## src/include/idma_lite_macros.svh

```systemverilog
// iDMA AXI4-Lite transport layer
// global widths and reorder buffer depth, shared by RTL and testbench

`ifndef IDMA_LITE_MACROS_SVH
`define IDMA_LITE_MACROS_SVH

// bus data width in bits
`define IDMA_LITE_DATA_WIDTH 32

// byte lanes per beat
`define IDMA_LITE_STRB_WIDTH 4

// bits needed to index a byte lane
`define IDMA_LITE_IDX_WIDTH 2

// entries per byte-lane FIFO
// 2 is the minimum, 3 keeps misaligned streams moving without bubbles
`define IDMA_LITE_BUFFER_DEPTH 3

`endif

```

## src/design/idma_lite_pkg.sv

```systemverilog
// iDMA AXI4-Lite transport layer types
// plain vector typedefs for beats, strobes, bytes, lane indices and responses

`include "idma_lite_macros.svh"

package idma_lite_pkg;

    // one bus beat
    typedef logic [`IDMA_LITE_DATA_WIDTH-1:0] data_t;

    // byte-lane mask or write strobe
    typedef logic [`IDMA_LITE_STRB_WIDTH-1:0] strb_t;

    // single byte lane
    typedef logic [7:0] byte_t;

    // byte offset, tailer or shift amount within a beat
    typedef logic [`IDMA_LITE_IDX_WIDTH-1:0] lane_idx_t;

    // AXI response code (OKAY, EXOKAY, SLVERR, DECERR)
    typedef logic [1:0] resp_t;

endpackage

```

## src/design/idma_lite_byte_fifo.sv

```systemverilog
// single byte-lane FIFO
// circular buffer with fill count, no fall-through, ready low only when full

`timescale 1ns/1ps
`include "idma_lite_macros.svh"

module idma_lite_byte_fifo #(
    parameter int unsigned Depth = `IDMA_LITE_BUFFER_DEPTH
) (
    input  logic                clk_i,
    input  logic                rst_n_i,
    input  idma_lite_pkg::byte_t data_i,
    input  logic                valid_i,
    output logic                ready_o,
    output idma_lite_pkg::byte_t data_o,
    output logic                valid_o,
    input  logic                ready_i
);

    localparam int unsigned PtrWidth = (Depth > 1) ? $clog2(Depth) : 1;
    localparam int unsigned CntWidth = $clog2(Depth + 1);

    idma_lite_pkg::byte_t mem [Depth];
    logic [PtrWidth-1:0]  wr_ptr;
    logic [PtrWidth-1:0]  rd_ptr;
    logic [CntWidth-1:0]  count;
    logic                 push;
    logic                 pop;

    // handshakes on both sides
    assign push    = valid_i & ready_o;
    assign pop     = valid_o & ready_i;
    assign ready_o = (count != CntWidth'(Depth));
    assign valid_o = (count != '0);
    // head entry straight from the storage registers
    assign data_o  = mem[rd_ptr];

    // pointers and fill level
    always_ff @(posedge clk_i) begin
        if (!rst_n_i) begin
            wr_ptr <= '0;
            rd_ptr <= '0;
            count  <= '0;
        end else begin
            if (push) begin
                wr_ptr <= (wr_ptr == PtrWidth'(Depth - 1)) ? '0 : wr_ptr + 1'b1;
            end
            if (pop) begin
                rd_ptr <= (rd_ptr == PtrWidth'(Depth - 1)) ? '0 : rd_ptr + 1'b1;
            end
            // simultaneous push and pop keeps the level
            if (push && !pop) begin
                count <= count + 1'b1;
            end else if (pop && !push) begin
                count <= count - 1'b1;
            end
        end
    end

    // storage
    always_ff @(posedge clk_i) begin
        if (push) begin
            mem[wr_ptr] <= data_i;
        end
    end

    // the write side only offers a byte while the lane has room
    a_no_push_full: assert property (@(posedge clk_i) disable iff (!rst_n_i)
        valid_i |-> ready_o);
    // the read side only takes a byte that is there
    a_no_pop_empty: assert property (@(posedge clk_i) disable iff (!rst_n_i)
        ready_i |-> valid_o);

endmodule

```

## src/design/idma_lite_byte_buffer.sv

```systemverilog
// reorder buffer of the transport layer
// one independent byte FIFO per strobe lane, lanes drain at their own pace

`timescale 1ns/1ps
`include "idma_lite_macros.svh"

module idma_lite_byte_buffer (
    input  logic                                              clk_i,
    input  logic                                              rst_n_i,
    input  idma_lite_pkg::byte_t [`IDMA_LITE_STRB_WIDTH-1:0] data_i,
    input  idma_lite_pkg::strb_t                              valid_i,
    output idma_lite_pkg::strb_t                              ready_o,
    output idma_lite_pkg::byte_t [`IDMA_LITE_STRB_WIDTH-1:0] data_o,
    output idma_lite_pkg::strb_t                              valid_o,
    input  idma_lite_pkg::strb_t                              ready_i,
    output logic                                              busy_o
);

    // one FIFO per lane, no coupling between lanes
    for (genvar i = 0; i < `IDMA_LITE_STRB_WIDTH; i++) begin : gen_lane
        idma_lite_byte_fifo #(
            .Depth ( `IDMA_LITE_BUFFER_DEPTH )
        ) i_lane_fifo (
            .clk_i   ( clk_i      ),
            .rst_n_i ( rst_n_i    ),
            .data_i  ( data_i[i]  ),
            .valid_i ( valid_i[i] ),
            .ready_o ( ready_o[i] ),
            .data_o  ( data_o[i]  ),
            .valid_o ( valid_o[i] ),
            .ready_i ( ready_i[i] )
        );
    end

    // any lane still holding data keeps the buffer busy
    assign busy_o = |valid_o;

    // an idle buffer stays idle unless some lane gets pushed
    a_clean_holds: assert property (@(posedge clk_i) disable iff (!rst_n_i)
        !busy_o && (valid_i == '0) |=> !busy_o && (valid_o == '0));

endmodule

```

## src/design/idma_lite_read_aligner.sv

```systemverilog
// read side of the transport layer
// masks the R beat by offset and tailer, rotates it into write alignment
// and pushes the valid lanes into the reorder buffer

`timescale 1ns/1ps
`include "idma_lite_macros.svh"

module idma_lite_read_aligner (
    input  logic                                              clk_i,
    input  logic                                              rst_n_i,
    input  idma_lite_pkg::lane_idx_t                          r_offset_i,
    input  idma_lite_pkg::lane_idx_t                          r_tailer_i,
    input  idma_lite_pkg::lane_idx_t                          r_shift_i,
    input  logic                                              r_dp_valid_i,
    output logic                                              r_dp_ready_o,
    input  logic                                              r_dp_ready_i,
    output logic                                              r_dp_valid_o,
    output idma_lite_pkg::resp_t                              r_dp_rsp_resp_o,
    input  idma_lite_pkg::data_t                              m_r_data_i,
    input  idma_lite_pkg::resp_t                              m_r_resp_i,
    input  logic                                              m_r_valid_i,
    output logic                                              m_r_ready_o,
    output idma_lite_pkg::byte_t [`IDMA_LITE_STRB_WIDTH-1:0] buf_data_o,
    output idma_lite_pkg::strb_t                              buf_valid_o,
    input  idma_lite_pkg::strb_t                              buf_ready_i,
    output logic                                              r_dp_busy_o
);

    idma_lite_pkg::strb_t                     rd_mask;
    idma_lite_pkg::strb_t                     rot_mask;
    logic [2*`IDMA_LITE_DATA_WIDTH-1:0]       data_dbl;
    logic [2*`IDMA_LITE_STRB_WIDTH-1:0]       mask_dbl;
    logic                                     in_ready;
    logic                                     push;

    // ------------------------------------------------------------------------
    // read mask
    // ------------------------------------------------------------------------
    always_comb begin
        // lanes at or above the offset
        rd_mask = {`IDMA_LITE_STRB_WIDTH{1'b1}} << r_offset_i;
        // a nonzero tailer cuts off the top lanes
        if (r_tailer_i != '0) begin
            rd_mask = rd_mask & ({`IDMA_LITE_STRB_WIDTH{1'b1}} >>
                                 (`IDMA_LITE_STRB_WIDTH - r_tailer_i));
        end
    end

    // ------------------------------------------------------------------------
    // barrel shifter
    // ------------------------------------------------------------------------
    // doubled word shifted down, lane j takes lane (j + shift) mod 4
    assign data_dbl   = {m_r_data_i, m_r_data_i} >> (r_shift_i * 8);
    assign mask_dbl   = {rd_mask, rd_mask} >> r_shift_i;
    assign buf_data_o = data_dbl[`IDMA_LITE_DATA_WIDTH-1:0];
    assign rot_mask   = mask_dbl[`IDMA_LITE_STRB_WIDTH-1:0];

    // ------------------------------------------------------------------------
    // R channel control
    // ------------------------------------------------------------------------
    // all lanes we need must have room, unused lanes don't matter
    assign in_ready    = &(buf_ready_i | ~rot_mask);
    // response side has to be able to take the beat too
    assign m_r_ready_o = in_ready & r_dp_ready_i;
    assign push        = m_r_valid_i & m_r_ready_o;
    assign buf_valid_o = push ? rot_mask : '0;

    // request done in the same cycle the beat is taken
    assign r_dp_ready_o    = r_dp_valid_i & push;
    // only error responses go up to the datapath
    assign r_dp_valid_o    = push & (|m_r_resp_i);
    assign r_dp_rsp_resp_o = m_r_resp_i;

    assign r_dp_busy_o = r_dp_valid_i | r_dp_ready_o;

    // a stalled R beat keeps its data and response until the buffer takes it
    a_r_stable: assert property (@(posedge clk_i) disable iff (!rst_n_i)
        m_r_valid_i && !m_r_ready_o |=>
        m_r_valid_i && $stable(m_r_data_i) && $stable(m_r_resp_i));

endmodule

```

## src/design/idma_lite_write_assembler.sv

```systemverilog
// write side of the transport layer
// waits until the buffer holds every lane of the write mask, then drives
// one masked W beat and pops those lanes; B goes back to the datapath

`timescale 1ns/1ps
`include "idma_lite_macros.svh"

module idma_lite_write_assembler (
    input  logic                                              clk_i,
    input  logic                                              rst_n_i,
    input  idma_lite_pkg::lane_idx_t                          w_offset_i,
    input  idma_lite_pkg::lane_idx_t                          w_tailer_i,
    input  logic                                              w_dp_valid_i,
    output logic                                              w_dp_ready_o,
    output logic                                              w_dp_valid_o,
    input  logic                                              w_dp_ready_i,
    output idma_lite_pkg::resp_t                              w_dp_rsp_resp_o,
    input  logic                                              dp_poison_i,
    input  idma_lite_pkg::byte_t [`IDMA_LITE_STRB_WIDTH-1:0] buf_data_i,
    input  idma_lite_pkg::strb_t                              buf_valid_i,
    output idma_lite_pkg::strb_t                              buf_ready_o,
    output idma_lite_pkg::data_t                              m_w_data_o,
    output idma_lite_pkg::strb_t                              m_w_strb_o,
    output logic                                              m_w_valid_o,
    input  logic                                              m_w_ready_i,
    input  idma_lite_pkg::resp_t                              m_b_resp_i,
    input  logic                                              m_b_valid_i,
    output logic                                              m_b_ready_o,
    output logic                                              w_dp_busy_o
);

    idma_lite_pkg::strb_t w_mask;
    logic                 ready_to_write;
    logic                 write_happening;

    // ------------------------------------------------------------------------
    // write mask, doubles as the strobe
    // ------------------------------------------------------------------------
    always_comb begin
        w_mask = {`IDMA_LITE_STRB_WIDTH{1'b1}} << w_offset_i;
        if (w_tailer_i != '0) begin
            w_mask = w_mask & ({`IDMA_LITE_STRB_WIDTH{1'b1}} >>
                               (`IDMA_LITE_STRB_WIDTH - w_tailer_i));
        end
    end

    // ------------------------------------------------------------------------
    // W channel
    // ------------------------------------------------------------------------
    // every lane the strobe needs is present, and the buffer isn't empty
    assign ready_to_write  = ((buf_valid_i & w_mask) == w_mask) & (buf_valid_i != '0);
    assign write_happening = ready_to_write & m_w_ready_i;
    assign m_w_valid_o     = ready_to_write;
    // pop exactly the strobed lanes on the handshake
    assign buf_ready_o     = write_happening ? w_mask : '0;
    assign w_dp_ready_o    = write_happening;

    always_comb begin
        m_w_data_o = '0;
        m_w_strb_o = '0;
        // poison kills data and strobe but leaves valid alone
        if (ready_to_write && !dp_poison_i) begin
            for (int i = 0; i < `IDMA_LITE_STRB_WIDTH; i++) begin
                m_w_data_o[i*8 +: 8] = w_mask[i] ? buf_data_i[i] : 8'h00;
            end
            m_w_strb_o = w_mask;
        end
    end

    // ------------------------------------------------------------------------
    // B channel
    // ------------------------------------------------------------------------
    assign w_dp_valid_o    = m_b_valid_i;
    assign w_dp_rsp_resp_o = m_b_resp_i;
    // datapath back-pressure goes straight onto B
    assign m_b_ready_o     = w_dp_ready_i;

    assign w_dp_busy_o = w_dp_valid_i | w_dp_ready_o;

    // a stalled beat keeps valid and its data until the bus takes it
    a_w_stable: assert property (@(posedge clk_i) disable iff (!rst_n_i)
        m_w_valid_o && !m_w_ready_i && !dp_poison_i |=>
        m_w_valid_o && (dp_poison_i || $stable(m_w_data_o)));

endmodule

```

## src/design/idma_axi_lite_transport_layer.sv

```systemverilog
// AXI4-Lite transport layer of the iDMA backend
// AR and AW pass straight to the bus, R beats are realigned through the
// byte-lane reorder buffer and leave as W beats, B goes back up

`timescale 1ns/1ps
`include "idma_lite_macros.svh"

module idma_axi_lite_transport_layer (
    input  logic                     clk_i,
    input  logic                     rst_n_i,
    // read datapath request and response
    input  idma_lite_pkg::lane_idx_t r_offset_i,
    input  idma_lite_pkg::lane_idx_t r_tailer_i,
    input  idma_lite_pkg::lane_idx_t r_shift_i,
    input  logic                     r_dp_valid_i,
    output logic                     r_dp_ready_o,
    output idma_lite_pkg::resp_t     r_dp_rsp_resp_o,
    output logic                     r_dp_valid_o,
    input  logic                     r_dp_ready_i,
    // write datapath request and response
    input  idma_lite_pkg::lane_idx_t w_offset_i,
    input  idma_lite_pkg::lane_idx_t w_tailer_i,
    input  logic                     w_dp_valid_i,
    output logic                     w_dp_ready_o,
    output idma_lite_pkg::resp_t     w_dp_rsp_resp_o,
    output logic                     w_dp_valid_o,
    input  logic                     w_dp_ready_i,
    // meta requests
    input  idma_lite_pkg::data_t     ar_addr_i,
    input  logic                     ar_valid_i,
    output logic                     ar_ready_o,
    input  idma_lite_pkg::data_t     aw_addr_i,
    input  logic                     aw_valid_i,
    output logic                     aw_ready_o,
    // AXI-Lite manager port
    output idma_lite_pkg::data_t     m_ar_addr_o,
    output logic                     m_ar_valid_o,
    input  logic                     m_ar_ready_i,
    output idma_lite_pkg::data_t     m_aw_addr_o,
    output logic                     m_aw_valid_o,
    input  logic                     m_aw_ready_i,
    input  idma_lite_pkg::data_t     m_r_data_i,
    input  idma_lite_pkg::resp_t     m_r_resp_i,
    input  logic                     m_r_valid_i,
    output logic                     m_r_ready_o,
    output idma_lite_pkg::data_t     m_w_data_o,
    output idma_lite_pkg::strb_t     m_w_strb_o,
    output logic                     m_w_valid_o,
    input  logic                     m_w_ready_i,
    input  idma_lite_pkg::resp_t     m_b_resp_i,
    input  logic                     m_b_valid_i,
    output logic                     m_b_ready_o,
    // control
    input  logic                     dp_poison_i,
    output logic                     r_dp_busy_o,
    output logic                     w_dp_busy_o,
    output logic                     buffer_busy_o
);

    // rotated read bytes going in, write-aligned bytes coming out
    idma_lite_pkg::byte_t [`IDMA_LITE_STRB_WIDTH-1:0] buf_in_data;
    idma_lite_pkg::strb_t                              buf_in_valid;
    idma_lite_pkg::strb_t                              buf_in_ready;
    idma_lite_pkg::byte_t [`IDMA_LITE_STRB_WIDTH-1:0] buf_out_data;
    idma_lite_pkg::strb_t                              buf_out_valid;
    idma_lite_pkg::strb_t                              buf_out_ready;

    // ------------------------------------------------------------------------
    // meta channels, pure feed-through
    // ------------------------------------------------------------------------
    assign m_ar_addr_o  = ar_addr_i;
    assign m_ar_valid_o = ar_valid_i;
    assign ar_ready_o   = m_ar_ready_i;
    assign m_aw_addr_o  = aw_addr_i;
    assign m_aw_valid_o = aw_valid_i;
    assign aw_ready_o   = m_aw_ready_i;

    // ------------------------------------------------------------------------
    // datapath
    // ------------------------------------------------------------------------
    idma_lite_read_aligner i_read_aligner (
        .clk_i, .rst_n_i,
        .r_offset_i, .r_tailer_i, .r_shift_i,
        .r_dp_valid_i, .r_dp_ready_o, .r_dp_ready_i, .r_dp_valid_o, .r_dp_rsp_resp_o,
        .m_r_data_i, .m_r_resp_i, .m_r_valid_i, .m_r_ready_o,
        .buf_data_o  ( buf_in_data  ),
        .buf_valid_o ( buf_in_valid ),
        .buf_ready_i ( buf_in_ready ),
        .r_dp_busy_o
    );

    idma_lite_byte_buffer i_byte_buffer (
        .clk_i, .rst_n_i,
        .data_i  ( buf_in_data   ),
        .valid_i ( buf_in_valid  ),
        .ready_o ( buf_in_ready  ),
        .data_o  ( buf_out_data  ),
        .valid_o ( buf_out_valid ),
        .ready_i ( buf_out_ready ),
        .busy_o  ( buffer_busy_o )
    );

    idma_lite_write_assembler i_write_assembler (
        .clk_i, .rst_n_i,
        .w_offset_i, .w_tailer_i,
        .w_dp_valid_i, .w_dp_ready_o, .w_dp_valid_o, .w_dp_ready_i, .w_dp_rsp_resp_o,
        .dp_poison_i,
        .buf_data_i  ( buf_out_data  ),
        .buf_valid_i ( buf_out_valid ),
        .buf_ready_o ( buf_out_ready ),
        .m_w_data_o, .m_w_strb_o, .m_w_valid_o, .m_w_ready_i,
        .m_b_resp_i, .m_b_valid_i, .m_b_ready_o,
        .w_dp_busy_o
    );

endmodule

```

## config.mk

```make
export PLATFORM = sky130hd
export DESIGN_NAME = idma_axi_lite_transport_layer
export DESIGN_NICKNAME = d
export VERILOG_FILES = /design/src/design/idma_lite_pkg.sv /design/src/design/idma_lite_byte_fifo.sv /design/src/design/idma_lite_byte_buffer.sv /design/src/design/idma_lite_read_aligner.sv /design/src/design/idma_lite_write_assembler.sv /design/src/design/idma_axi_lite_transport_layer.sv
export VERILOG_INCLUDE_DIRS = /design/src /design/src/include
export SDC_FILE = /design/constraint.sdc
export NUM_CORES = 1
export LEC_CHECK = 0
export BUFFER_PORTS_ARGS = -buffer_cell sky130_fd_sc_hd__buf_4
export CAP_MARGIN = 15
export CORE_MARGIN = 4
export CORE_UTILIZATION = 50
export DETAILED_ROUTE_END_ITERATION = 10
export PLACE_DENSITY = 0.8
export RECOVER_POWER = 100
export SYNTH_ARGS = -nofsm -noshare
export SYNTH_HDL_FRONTEND = slang
export SYNTH_HIERARCHICAL = 1
export SYNTH_SLANG_ARGS = --single-unit
```

## constraint.sdc

```tcl
create_clock -name clk_i -period 8.9 [get_ports clk_i]
set_input_delay 1.335 -clock clk_i [delete_from_list [all_inputs] [get_ports clk_i]]
set_output_delay 1.335 -clock clk_i [all_outputs]
set_load 0.05 [all_outputs]
```

Yosys cells after proc, flatten, opt, wreduce, memory -nomap -nowiden
Memory sizes are Yosys's and may differ from the RTL's. A register that Yosys moved wholly into a read port is not among the register bits.
Index checks and enable logic that the tools add are counted.

storage, ports and cells
  register bits after elaboration = 24
  latch bits = 0
  RAM bits = 96
  bits in read-only memories = 0
  input bits = 124
  output and inout bits = 118
  logic and storage cells = 148
  memories = 4

operators by class
  add/subtract/negate cells = 18
  $mul = 0
  div/mod/pow operators = 0
  order comparisons = 0
  equal/unequal tests = 13
  shift-type cells = 6
  mux-type cells = 42
  bitwise logic cells = 21
  reductions and logical operators = 32

memory list
  name                                       depth  width  rd ports  clocked after memory_dff  write ports  line                       source
  i_byte_buffer.gen_lane[0].i_lane_fifo.mem  3      8      1         1                         1            idma_lite_byte_fifo.sv:23  idma_lite_pkg::byte_t mem [Depth];
  i_byte_buffer.gen_lane[1].i_lane_fifo.mem  3      8      1         1                         1            idma_lite_byte_fifo.sv:23
  i_byte_buffer.gen_lane[2].i_lane_fifo.mem  3      8      1         1                         1            idma_lite_byte_fifo.sv:23
  i_byte_buffer.gen_lane[3].i_lane_fifo.mem  3      8      1         1                         1            idma_lite_byte_fifo.sv:23

operators by type and width
  cell                                                                  number
  4-bit by 32-bit right shift with 4-bit output (first input constant)  2
  64-bit by 5-bit right shift with 32-bit output                        1
  2-bit two-way mux                                                     24
  32-bit two-way mux                                                    1
  8-bit two-way mux                                                     4
  2-bit by 1-bit adder with 2-bit output (second input constant)        12
  4-bit two-way mux                                                     5
  2-bit nonzero test                                                    10
  2-bit == test (second input constant)                                 8
  1-bit AND                                                             14
  4-bit AND                                                             3
  1-bit logical AND                                                     9
  1-bit zero test                                                       9
  1-bit two-way mux                                                     8
  2-bit inequality test (second input constant)                         4
  4-bit by 2-bit << shifter with 4-bit output (first input constant)    2
  8-bit by 2-bit right shift with 4-bit output                          1
  2-bit by 1-bit subtractor with 2-bit output (second input constant)   4
  3-bit by 2-bit subtractor with 4-bit output (first input constant)    2
  4-bit == test                                                         1
  4-bit inverter                                                        1
  4-bit OR                                                              1
  4-bit AND reduction                                                   1
  4-bit nonzero test                                                    1
  3 further kinds                                                       4

Longest topological paths before layout
Gate-level depths: netlist (run 1).

  depth after elaboration = 16
  mapped depth = 12
  gate-level depth less buffers = 11

Hierarchy
The synthesis (run 1) kept the hierarchy.

modules (own cells, without submodules)
  module                         instances  cells an instance  area each (um^2)  sequential area each (um^2)
  idma_lite_byte_fifo            4          83                 1231.2            880.8
  idma_lite_read_aligner         1          82                 1054.8            0.0
  idma_lite_write_assembler      1          65                 513.0             0.0
  idma_axi_lite_transport_layer  1          68                 510.5             0.0
  idma_lite_byte_buffer          1          1                  7.5               0.0

Worst setup path after synthesis (run 1)
No wires, ideal clock.

  path type = input to output
  start = input port r_shift_i[0]
  end = output port r_dp_valid_o
  arrival time = 3747 ps
  data required time = 7565 ps
  setup slack = 3818 ps
  cell stages on the path = 6
  buffers on the path = 1
  path through = buf_4 > nor2b_1 > a2bb2o_4 > a211oi_2 > o221ai_2 > nor4_1

between the ends
  word-level cells in the longest chain between the ends = 7

RTL lines
  element                                       line                                 source
  start, declared                               idma_axi_lite_transport_layer.sv:14  input idma_lite_pkg::lane_idx_t r_shift_i,
  8-bit by 2-bit right shift with 4-bit output  idma_lite_read_aligner.sv:54         assign mask_dbl = {rd_mask, rd_mask} >> r_shift_i;
  4-bit inverter                                idma_lite_read_aligner.sv:62         assign in_ready = &(buf_ready_i | ~rot_mask);
  4-bit OR                                      idma_lite_read_aligner.sv:62
  4-bit AND reduction                           idma_lite_read_aligner.sv:62
  1-bit AND                                     idma_lite_read_aligner.sv:64         assign m_r_ready_o = in_ready & r_dp_ready_i;
  1-bit AND                                     idma_lite_read_aligner.sv:65         assign push = m_r_valid_i & m_r_ready_o;
  1-bit AND                                     idma_lite_read_aligner.sv:71         assign r_dp_valid_o = push & (|m_r_resp_i);
  end, declared                                 idma_axi_lite_transport_layer.sv:18  output logic r_dp_valid_o,

No other way between the ends.

Worst setup path in the final report (run 1)
  start = input port r_shift_i[1]
  end = output port r_dp_valid_o

Same word-level chain as after synthesis.

==> results.sh, run 1 <==
export IMPL_status="finished with violations"
export IMPL_violations="max-capacitance violations, max-slew violations"
export IMPL_drtAntennaViolNets=0
export IMPL_finalPower_uw=1550
export IMPL_final_instance_count_excl_fill=768
export IMPL_root_buffer="clkbuf_16"
export IMPL_drive_gt1_share_pct=26.9
export IMPL_powerDensity_nw_per_um2=201
export IMPL_ys_warn_count=6
export IMPL_netlist_area_um2=7010
export IMPL_drt_total_wl_mm=16.2
export IMPL_yosysSeqAreaShare_pct=50.3
export IMPL_rsz0062_at_grt="false"
export IMPL_io_pins=242
export IMPL_cts_clk_slew_worst_paths_ns=0.06
export IMPL_timing_slew_headroom_pct=-44.5
export IMPL_synth_flop_cell="edfxtp_1"
export IMPL_coreArea_um2=13800
export IMPL_power_leakage_uw=0.00267
export IMPL_worst_slew_pin_slew_ns=2.17
export IMPL_overflow=0
export IMPL_synth_edf_count=96
export IMPL_setup_violations=0
export IMPL_layout_area_overhead_vs_synth_pct=10.3
export IMPL_dieHeight_um=126
export IMPL_cts_resized=0
export IMPL_std_cell_rows=43
export IMPL_grt_pass1_wl_mm=24.8
export IMPL_grt_pass1_vias=4599
export IMPL_cap_violations=2
export IMPL_min_period_over_period_pct=67.6
export IMPL_initial_core_util_pct=50.7
export IMPL_dr_pass1_iters=5
export IMPL_drt_iter0_drc=341
export IMPL_cpMostUsedCell="clkbuf_1"
export IMPL_max_freq_mhz=166
export IMPL_fin_crit_ns=6.02
export IMPL_cp_top_family="buffers and inverters"
export IMPL_antenna_cells=0
export IMPL_post_dp_hpwl_mm=11.8
export IMPL_remaining_drc_errors=0
export IMPL_cts_tree="done"
export IMPL_avgSynthCellArea_um2=12.8
export IMPL_cts_path_max_buffers=2
export IMPL_post_cts_buffers=0
export IMPL_synthDistinctLibCells=54
export IMPL_io_buffers=97
export IMPL_tns_ns=0
export IMPL_antenna_found_initial=0
export IMPL_fill_cells=1096
export IMPL_worstPathCellList="clkbuf_1, nor2_1, a211oi_1, o221ai_1, nor4_1, clkbuf_1"
export IMPL_cp_data_arrival_time_ns=4.68
export IMPL_crit_fanout=43
export IMPL_layout_nets=703
export IMPL_synth_seq_cells=128
export IMPL_routed_via_density=5.77
export IMPL_cts_sinks=128
export IMPL_htree_levels=4
export IMPL_finClkSkew_ns=0.00903
export IMPL_final_common_cell="edfxtp_1"
export IMPL_postSynth_asyncResetShare_pct=0
export IMPL_mostFrequentLayoutCells="96 x edfxtp_1, 78 x buf_4, 43 x nand2_1, 43 x o21ai_0, 33 x mux2i_1"
export IMPL_placed_cells=733
export IMPL_path_class="input pin to output pin"
export IMPL_peakVddDrop_mv=0.104
export IMPL_grt_max_degree=44
export IMPL_required_ns=7.57
export IMPL_clk_latency_ns=0.41
export IMPL_critPathLaunchType="input pin"
export IMPL_final_max_slew_viol_count=54
export IMPL_track_usage_pct=20.4
export IMPL_holdBufCountCts=0
export IMPL_timing_hold_violations_final=0
export IMPL_cp_num_buf_inv=2
export IMPL_cts_made_buffers=17
export IMPL_die_area_um2=16000
export IMPL_max_stage_delay_ns=1.52
export IMPL_wl_per_cell_um=21.1
export IMPL_syn_num_nets=676
export IMPL_worst_path_max_delay_cell="clkbuf_1"
export IMPL_endpoint_kind="output pin"
export IMPL_die_w_um=126
export IMPL_place_gp_congestion=0.893
export IMPL_min_path_type="flop to flop"
export IMPL_vias=4435
export IMPL_synth_cells=548
## worst min-delay path, delay by kind of cell, from the launching register on
family           cells  cell delay [ns]
AO/OA/AOI/OAI        1             0.09
flip-flops           1             0.32
AND/OR/NAND/NOR      1             0.05
## cell type report
type                    count  area, µm²  share of cell area, %
clock buffers              18        429                   5.55
clock inverters            14        204                   2.64
inverters                   4       15.0                  0.194
multi-input cells         323       2660                   34.4
flip-flops and latches    128       3520                   45.6
well taps                 180        225                   2.91
repair buffers            101        672                   8.69
## per-layer routing
| layer | wire [µm] | track usage, % |
|---|---|---|
| met5 | 0 | 0.619 |
| met4 | 1110 | 14.9 |
| met3 | 1240 | 4.93 |
| met2 | 8530 | 36.5 |
| met1 | 5300 | 20.5 |
## sequential cells by signal, indices dropped and copies added (netlist names), named ones only
register and count:
i_byte_buffer/gen_lane.i_lane_fifo/wr_ptr 8, i_byte_buffer/gen_lane.i_lane_fifo/count 8, i_byte_buffer/gen_lane.i_lane_fifo/mem 96, i_byte_buffer/gen_lane.i_lane_fifo/rd_ptr 8
## per-stage QoR
step / worst slack [ns] / hold slack [ns] / util (%) / area (µm²)
final: 2.88 / 0.516 / 55.9 / 7730
after global routing: 2.44 / 0.552 / 55.9 / 7730
after CTS: 4.27 / 0.496 / 57.5 / 7950
after detailed placement: 4.11 / 0.487 / 52.9 / 7320
after global placement: 4.26 / 0.461 / 52.9 / 7320
after floorplan: 3.82 / 0.451 / - / 7010
## Yosys cell counts (2+ instances only)
library cell | n | share of area, %
dfxtp_1 | 32 | 9.1
nand3_1 | 3 | 0.21
nor3_2 | 5 | 0.71
buf_4 | 77 | 8.2
nor4_4 | 2 | 0.61
mux4_2 | 32 | 10
and3_1 | 4 | 0.36
nor3b_4 | 4 | 1.1
nand2_1 | 43 | 2.3
a21oi_1 | 3 | 0.21
or3_1 | 10 | 0.89
o31ai_4 | 2 | 0.61
o21ai_2 | 4 | 0.50
nor3b_1 | 9 | 0.96
ha_1 | 4 | 0.71
o21ai_0 | 39 | 2.8
o21a_1 | 12 | 1.3
edfxtp_1 | 96 | 41
buf_2 | 10 | 0.71
nor2_1 | 6 | 0.32
a211oi_1 | 2 | 0.21
inv_1 | 4 | 0.21
mux2i_1 | 33 | 4.7
and2_2 | 4 | 0.43
nor3_1 | 3 | 0.21
a21boi_1 | 8 | 0.86
xnor2_1 | 4 | 0.50
nor4_1 | 4 | 0.36
nor2b_1 | 4 | 0.36
xor2_1 | 6 | 0.75
and2_1 | 45 | 4.0
a21bo_2 | 4 | 0.57
clkbuf_1 | 6 | 0.32
or2_2 | 4 | 0.36
## logic make-up after synthesis
logic type      share of synthesized area [%]
compound gates                           8.33
xor+xnor                                 1.25
fa+ha+maj                               0.714
buf+inv                                  9.49
flops                                    50.3
mux                                      15.2
simple gates                             14.8
## report_power, final
part / leakage (µW) / switching [µW] / internal, µW / total, µW
sequential: 0.00112 / 5.95 / 658 / 664
combinational: 0.00125 / 89.8 / 65.1 / 155
clock: 0.000298 / 261 / 473 / 734
total: 0.00267 / 357 / 1200 / 1550
## path summary, 6_finish.rpt
path / startpoint / to / slack, ns / depth (start not counted)
setup / recovery: r_shift_i[1] / r_dp_valid_o / 2.88 / 6
hold / removal: i_byte_buffer/gen_lane[3].i_lane_fifo/rd_ptr[0] / i_byte_buffer/gen_lane[3].i_lane_fifo/rd_ptr[0] / 0.52 / 2
hold reg to reg: i_byte_buffer/gen_lane[3].i_lane_fifo/rd_ptr[0] / i_byte_buffer/gen_lane[3].i_lane_fifo/rd_ptr[0] / 0.52 / 2
setup reg to reg: i_byte_buffer/gen_lane[0].i_lane_fifo/count[0] / i_byte_buffer/gen_lane[0].i_lane_fifo/mem[1][2] / 5.70 / 6
(Power assumes the default switching activity.)
==> run 2: changes to the inputs <==
==> constraint.sdc (replaced) <==
create_clock -name clk_i -period 5.8 [get_ports clk_i]
set_input_delay 0.87 -clock clk_i [delete_from_list [all_inputs] [get_ports clk_i]]
set_output_delay 0.87 -clock clk_i [all_outputs]
set_load 0.05 [all_outputs]
==> results.sh, run 2 (synthesis results as in run 1) <==
export IMPL_status="finished clean"
export IMPL_post_cts_buffers=0
export IMPL_max_stage_delay_ns=1.15
export IMPL_root_buffer="clkbuf_16"
export IMPL_vias=4533
export IMPL_overflow=0
export IMPL_cp_num_buf_inv=1
export IMPL_min_from="i_byte_buffer/gen_lane[0].i_lane_fifo/rd_ptr[0]"
export IMPL_whs_ns=0.508
export IMPL_cts_tree="done"
export IMPL_final_instance_count_excl_fill=770
export IMPL_cts_sinks=128
export IMPL_drtAntennaViolNets=0
export IMPL_htree_levels=4
export IMPL_drt_iter0_drc=256
export IMPL_dr_pass1_iters=5
export IMPL_initial_core_util_pct=50.7
export IMPL_cp_top_family="simple AND/OR/NAND/NOR gates"
export IMPL_std_cell_rows=43
export IMPL_clk_latency_ns=0.42
export IMPL_endpoint_kind="flop"
export IMPL_layout_area_overhead_vs_synth_pct=10.1
export IMPL_antenna_found_initial=1
export IMPL_rr_worst_depth=9
export IMPL_timing_slew_headroom_pct=4.35
export IMPL_placed_cells=733
export IMPL_cts_path_max_buffers=2
export IMPL_grt_max_degree=44
export IMPL_drt_total_wl_mm=16.1
export IMPL_final_common_cell="edfxtp_1"
export IMPL_final_max_slew_viol_count=0
export IMPL_peakVddDrop_mv=0.146
export IMPL_path_class="input pin to flop"
export IMPL_die_w_um=126
export IMPL_cts_clk_slew_worst_paths_ns=0.06
export IMPL_rrSetupSlack_ns=2.55
export IMPL_drive_gt1_share_pct=27.2
export IMPL_place_gp_congestion=0.863
export IMPL_crit_fanout=38
export IMPL_worstPathCellList="buf_4, nor2b_1, a2bb2o_1, a211oi_1, o221ai_1, nor4_1, a21bo_1, nor3b_1"
export IMPL_min_path_cells=2
export IMPL_cts_made_buffers=17
export IMPL_fin_crit_ns=4.38
export IMPL_critPathLaunchType="input pin"
export IMPL_tns_ns=0
export IMPL_io_buffers=97
export IMPL_largest_register_ffs=96
export IMPL_grt_pass1_vias=4623
export IMPL_coreArea_um2=13800
export IMPL_wl_per_cell_um=20.9
export IMPL_worst_slew_pin_slew_ns=1.43
export IMPL_mostFrequentLayoutCells="96 x edfxtp_1, 82 x buf_4, 43 x nand2_1, 43 x o21ai_0, 33 x mux2i_1"
export IMPL_finClkSkew_ns=0.0117
export IMPL_post_dp_hpwl_mm=11.8
export IMPL_track_usage_pct=20.2
export IMPL_r2r_end="i_byte_buffer/gen_lane[2].i_lane_fifo/count[1]"
export IMPL_io_pins=242
export IMPL_dieHeight_um=126
export IMPL_cap_violations=0
export IMPL_worst_path_max_delay_cell="nor3b_1"
export IMPL_grt_pass1_wl_mm=24.4
export IMPL_cts_resized=0
export IMPL_holdBufCountCts=0
export IMPL_required_ns=5.82
export IMPL_timing_hold_violations_final=0
export IMPL_powerDensity_nw_per_um2=299
export IMPL_cp_data_arrival_time_ns=4.40
export IMPL_min_to="i_byte_buffer/gen_lane[0].i_lane_fifo/rd_ptr[0]"
export IMPL_top_register="i_byte_buffer/gen_lane.i_lane_fifo/mem"
export IMPL_rr_startpoint="i_byte_buffer/gen_lane[2].i_lane_fifo/count[0]"
export IMPL_die_area_um2=16000
export IMPL_min_path_type="flop to flop"
export IMPL_max_freq_mhz=228
export IMPL_remaining_drc_errors=0
export IMPL_min_period_over_period_pct=75.6
export IMPL_layout_nets=703
export IMPL_power_leakage_uw=0.00268
export IMPL_rsz0062_at_grt="false"
export IMPL_setup_violations=0
export IMPL_routed_via_density=5.89
run 2: cell count changes in the layout (fill, tap and decap cells not counted), moves of 2 or more:
cell,change
and2_0,+2
and2_1,-2
buf_4,+4
bufinv_16,-4
clkbuf_1,-4
clkbuf_16,+4
diode_2,+2
inv_4,+2
inv_6,-4
run 2: area by class of cell:
cell class,count,area [µm²]
antenna,2,5.00
fill,1115,6110
timing repair buffer,101,687
clock inverter,9,66.3
inverter,4,15.0
clock buffer,23,543
multi-input combinational,323,2660
tap,180,225
sequential,128,3520
run 2: report_power, final:
group / total, µW / internal, µW / leakage [µW] / switching [µW]
clock: 1050 / 661 / 0.000293 / 390
sequential: 1020 / 1010 / 0.00112 / 9.12
combinational: 234 / 96.7 / 0.00126 / 138
run 2: worst max path at each step:
stage / start / endpoint / slack, ns / cells past startpoint
global placement: r_shift_i[0] / i_byte_buffer/gen_lane[0].i_lane_fifo/mem[2][2] / 1.69 / 8
detailed placement: r_shift_i[0] / i_byte_buffer/gen_lane[0].i_lane_fifo/mem[2][2] / 1.50 / 8
CTS: r_shift_i[0] / i_byte_buffer/gen_lane[0].i_lane_fifo/mem[2][2] / 1.81 / 8
global route: r_shift_i[0] / i_byte_buffer/gen_lane[0].i_lane_fifo/mem[1][3] / 1.07 / 8
finish: r_shift_i[0] / i_byte_buffer/gen_lane[0].i_lane_fifo/mem[1][5] / 1.42 / 8
floorplan: r_shift_i[0] / r_dp_valid_o / 1.65 / 6
run 2: per-layer routing:
metal	track usage [%]	routed length, µm	vias up	share of wire (%)
li1	-	-	2010	-
met1	20.4	5220	2187	32
met2	35.1	8380	236	52
met3	6.19	1380	100	8.6
met4	14.2	1140	0	7.1
met5	0.619	0	-	0
run 2: worst reg2reg max path: cells and delay by family (launching register included):
family	cells	cell delay [ns]
and+or+nand+nor	5	1.85
AOI/OAI and AO/OA	3	0.50
DFF	1	0.43
adders and majority gates	1	0.40
run 2: through the flow:
stage | setup slack [ns] | total power, µW | cell area, µm² | utilization [%]
after floorplan | 1.65 | 1340 | 7010 | -
after global placement | 1.69 | 1280 | 7320 | 52.9
after detailed placement | 1.50 | 1290 | 7320 | 52.9
after CTS | 1.81 | 2340 | 7930 | 57.4
after global routing | 1.07 | 2390 | 7720 | 55.8
final | 1.42 | 2300 | 7720 | 55.8
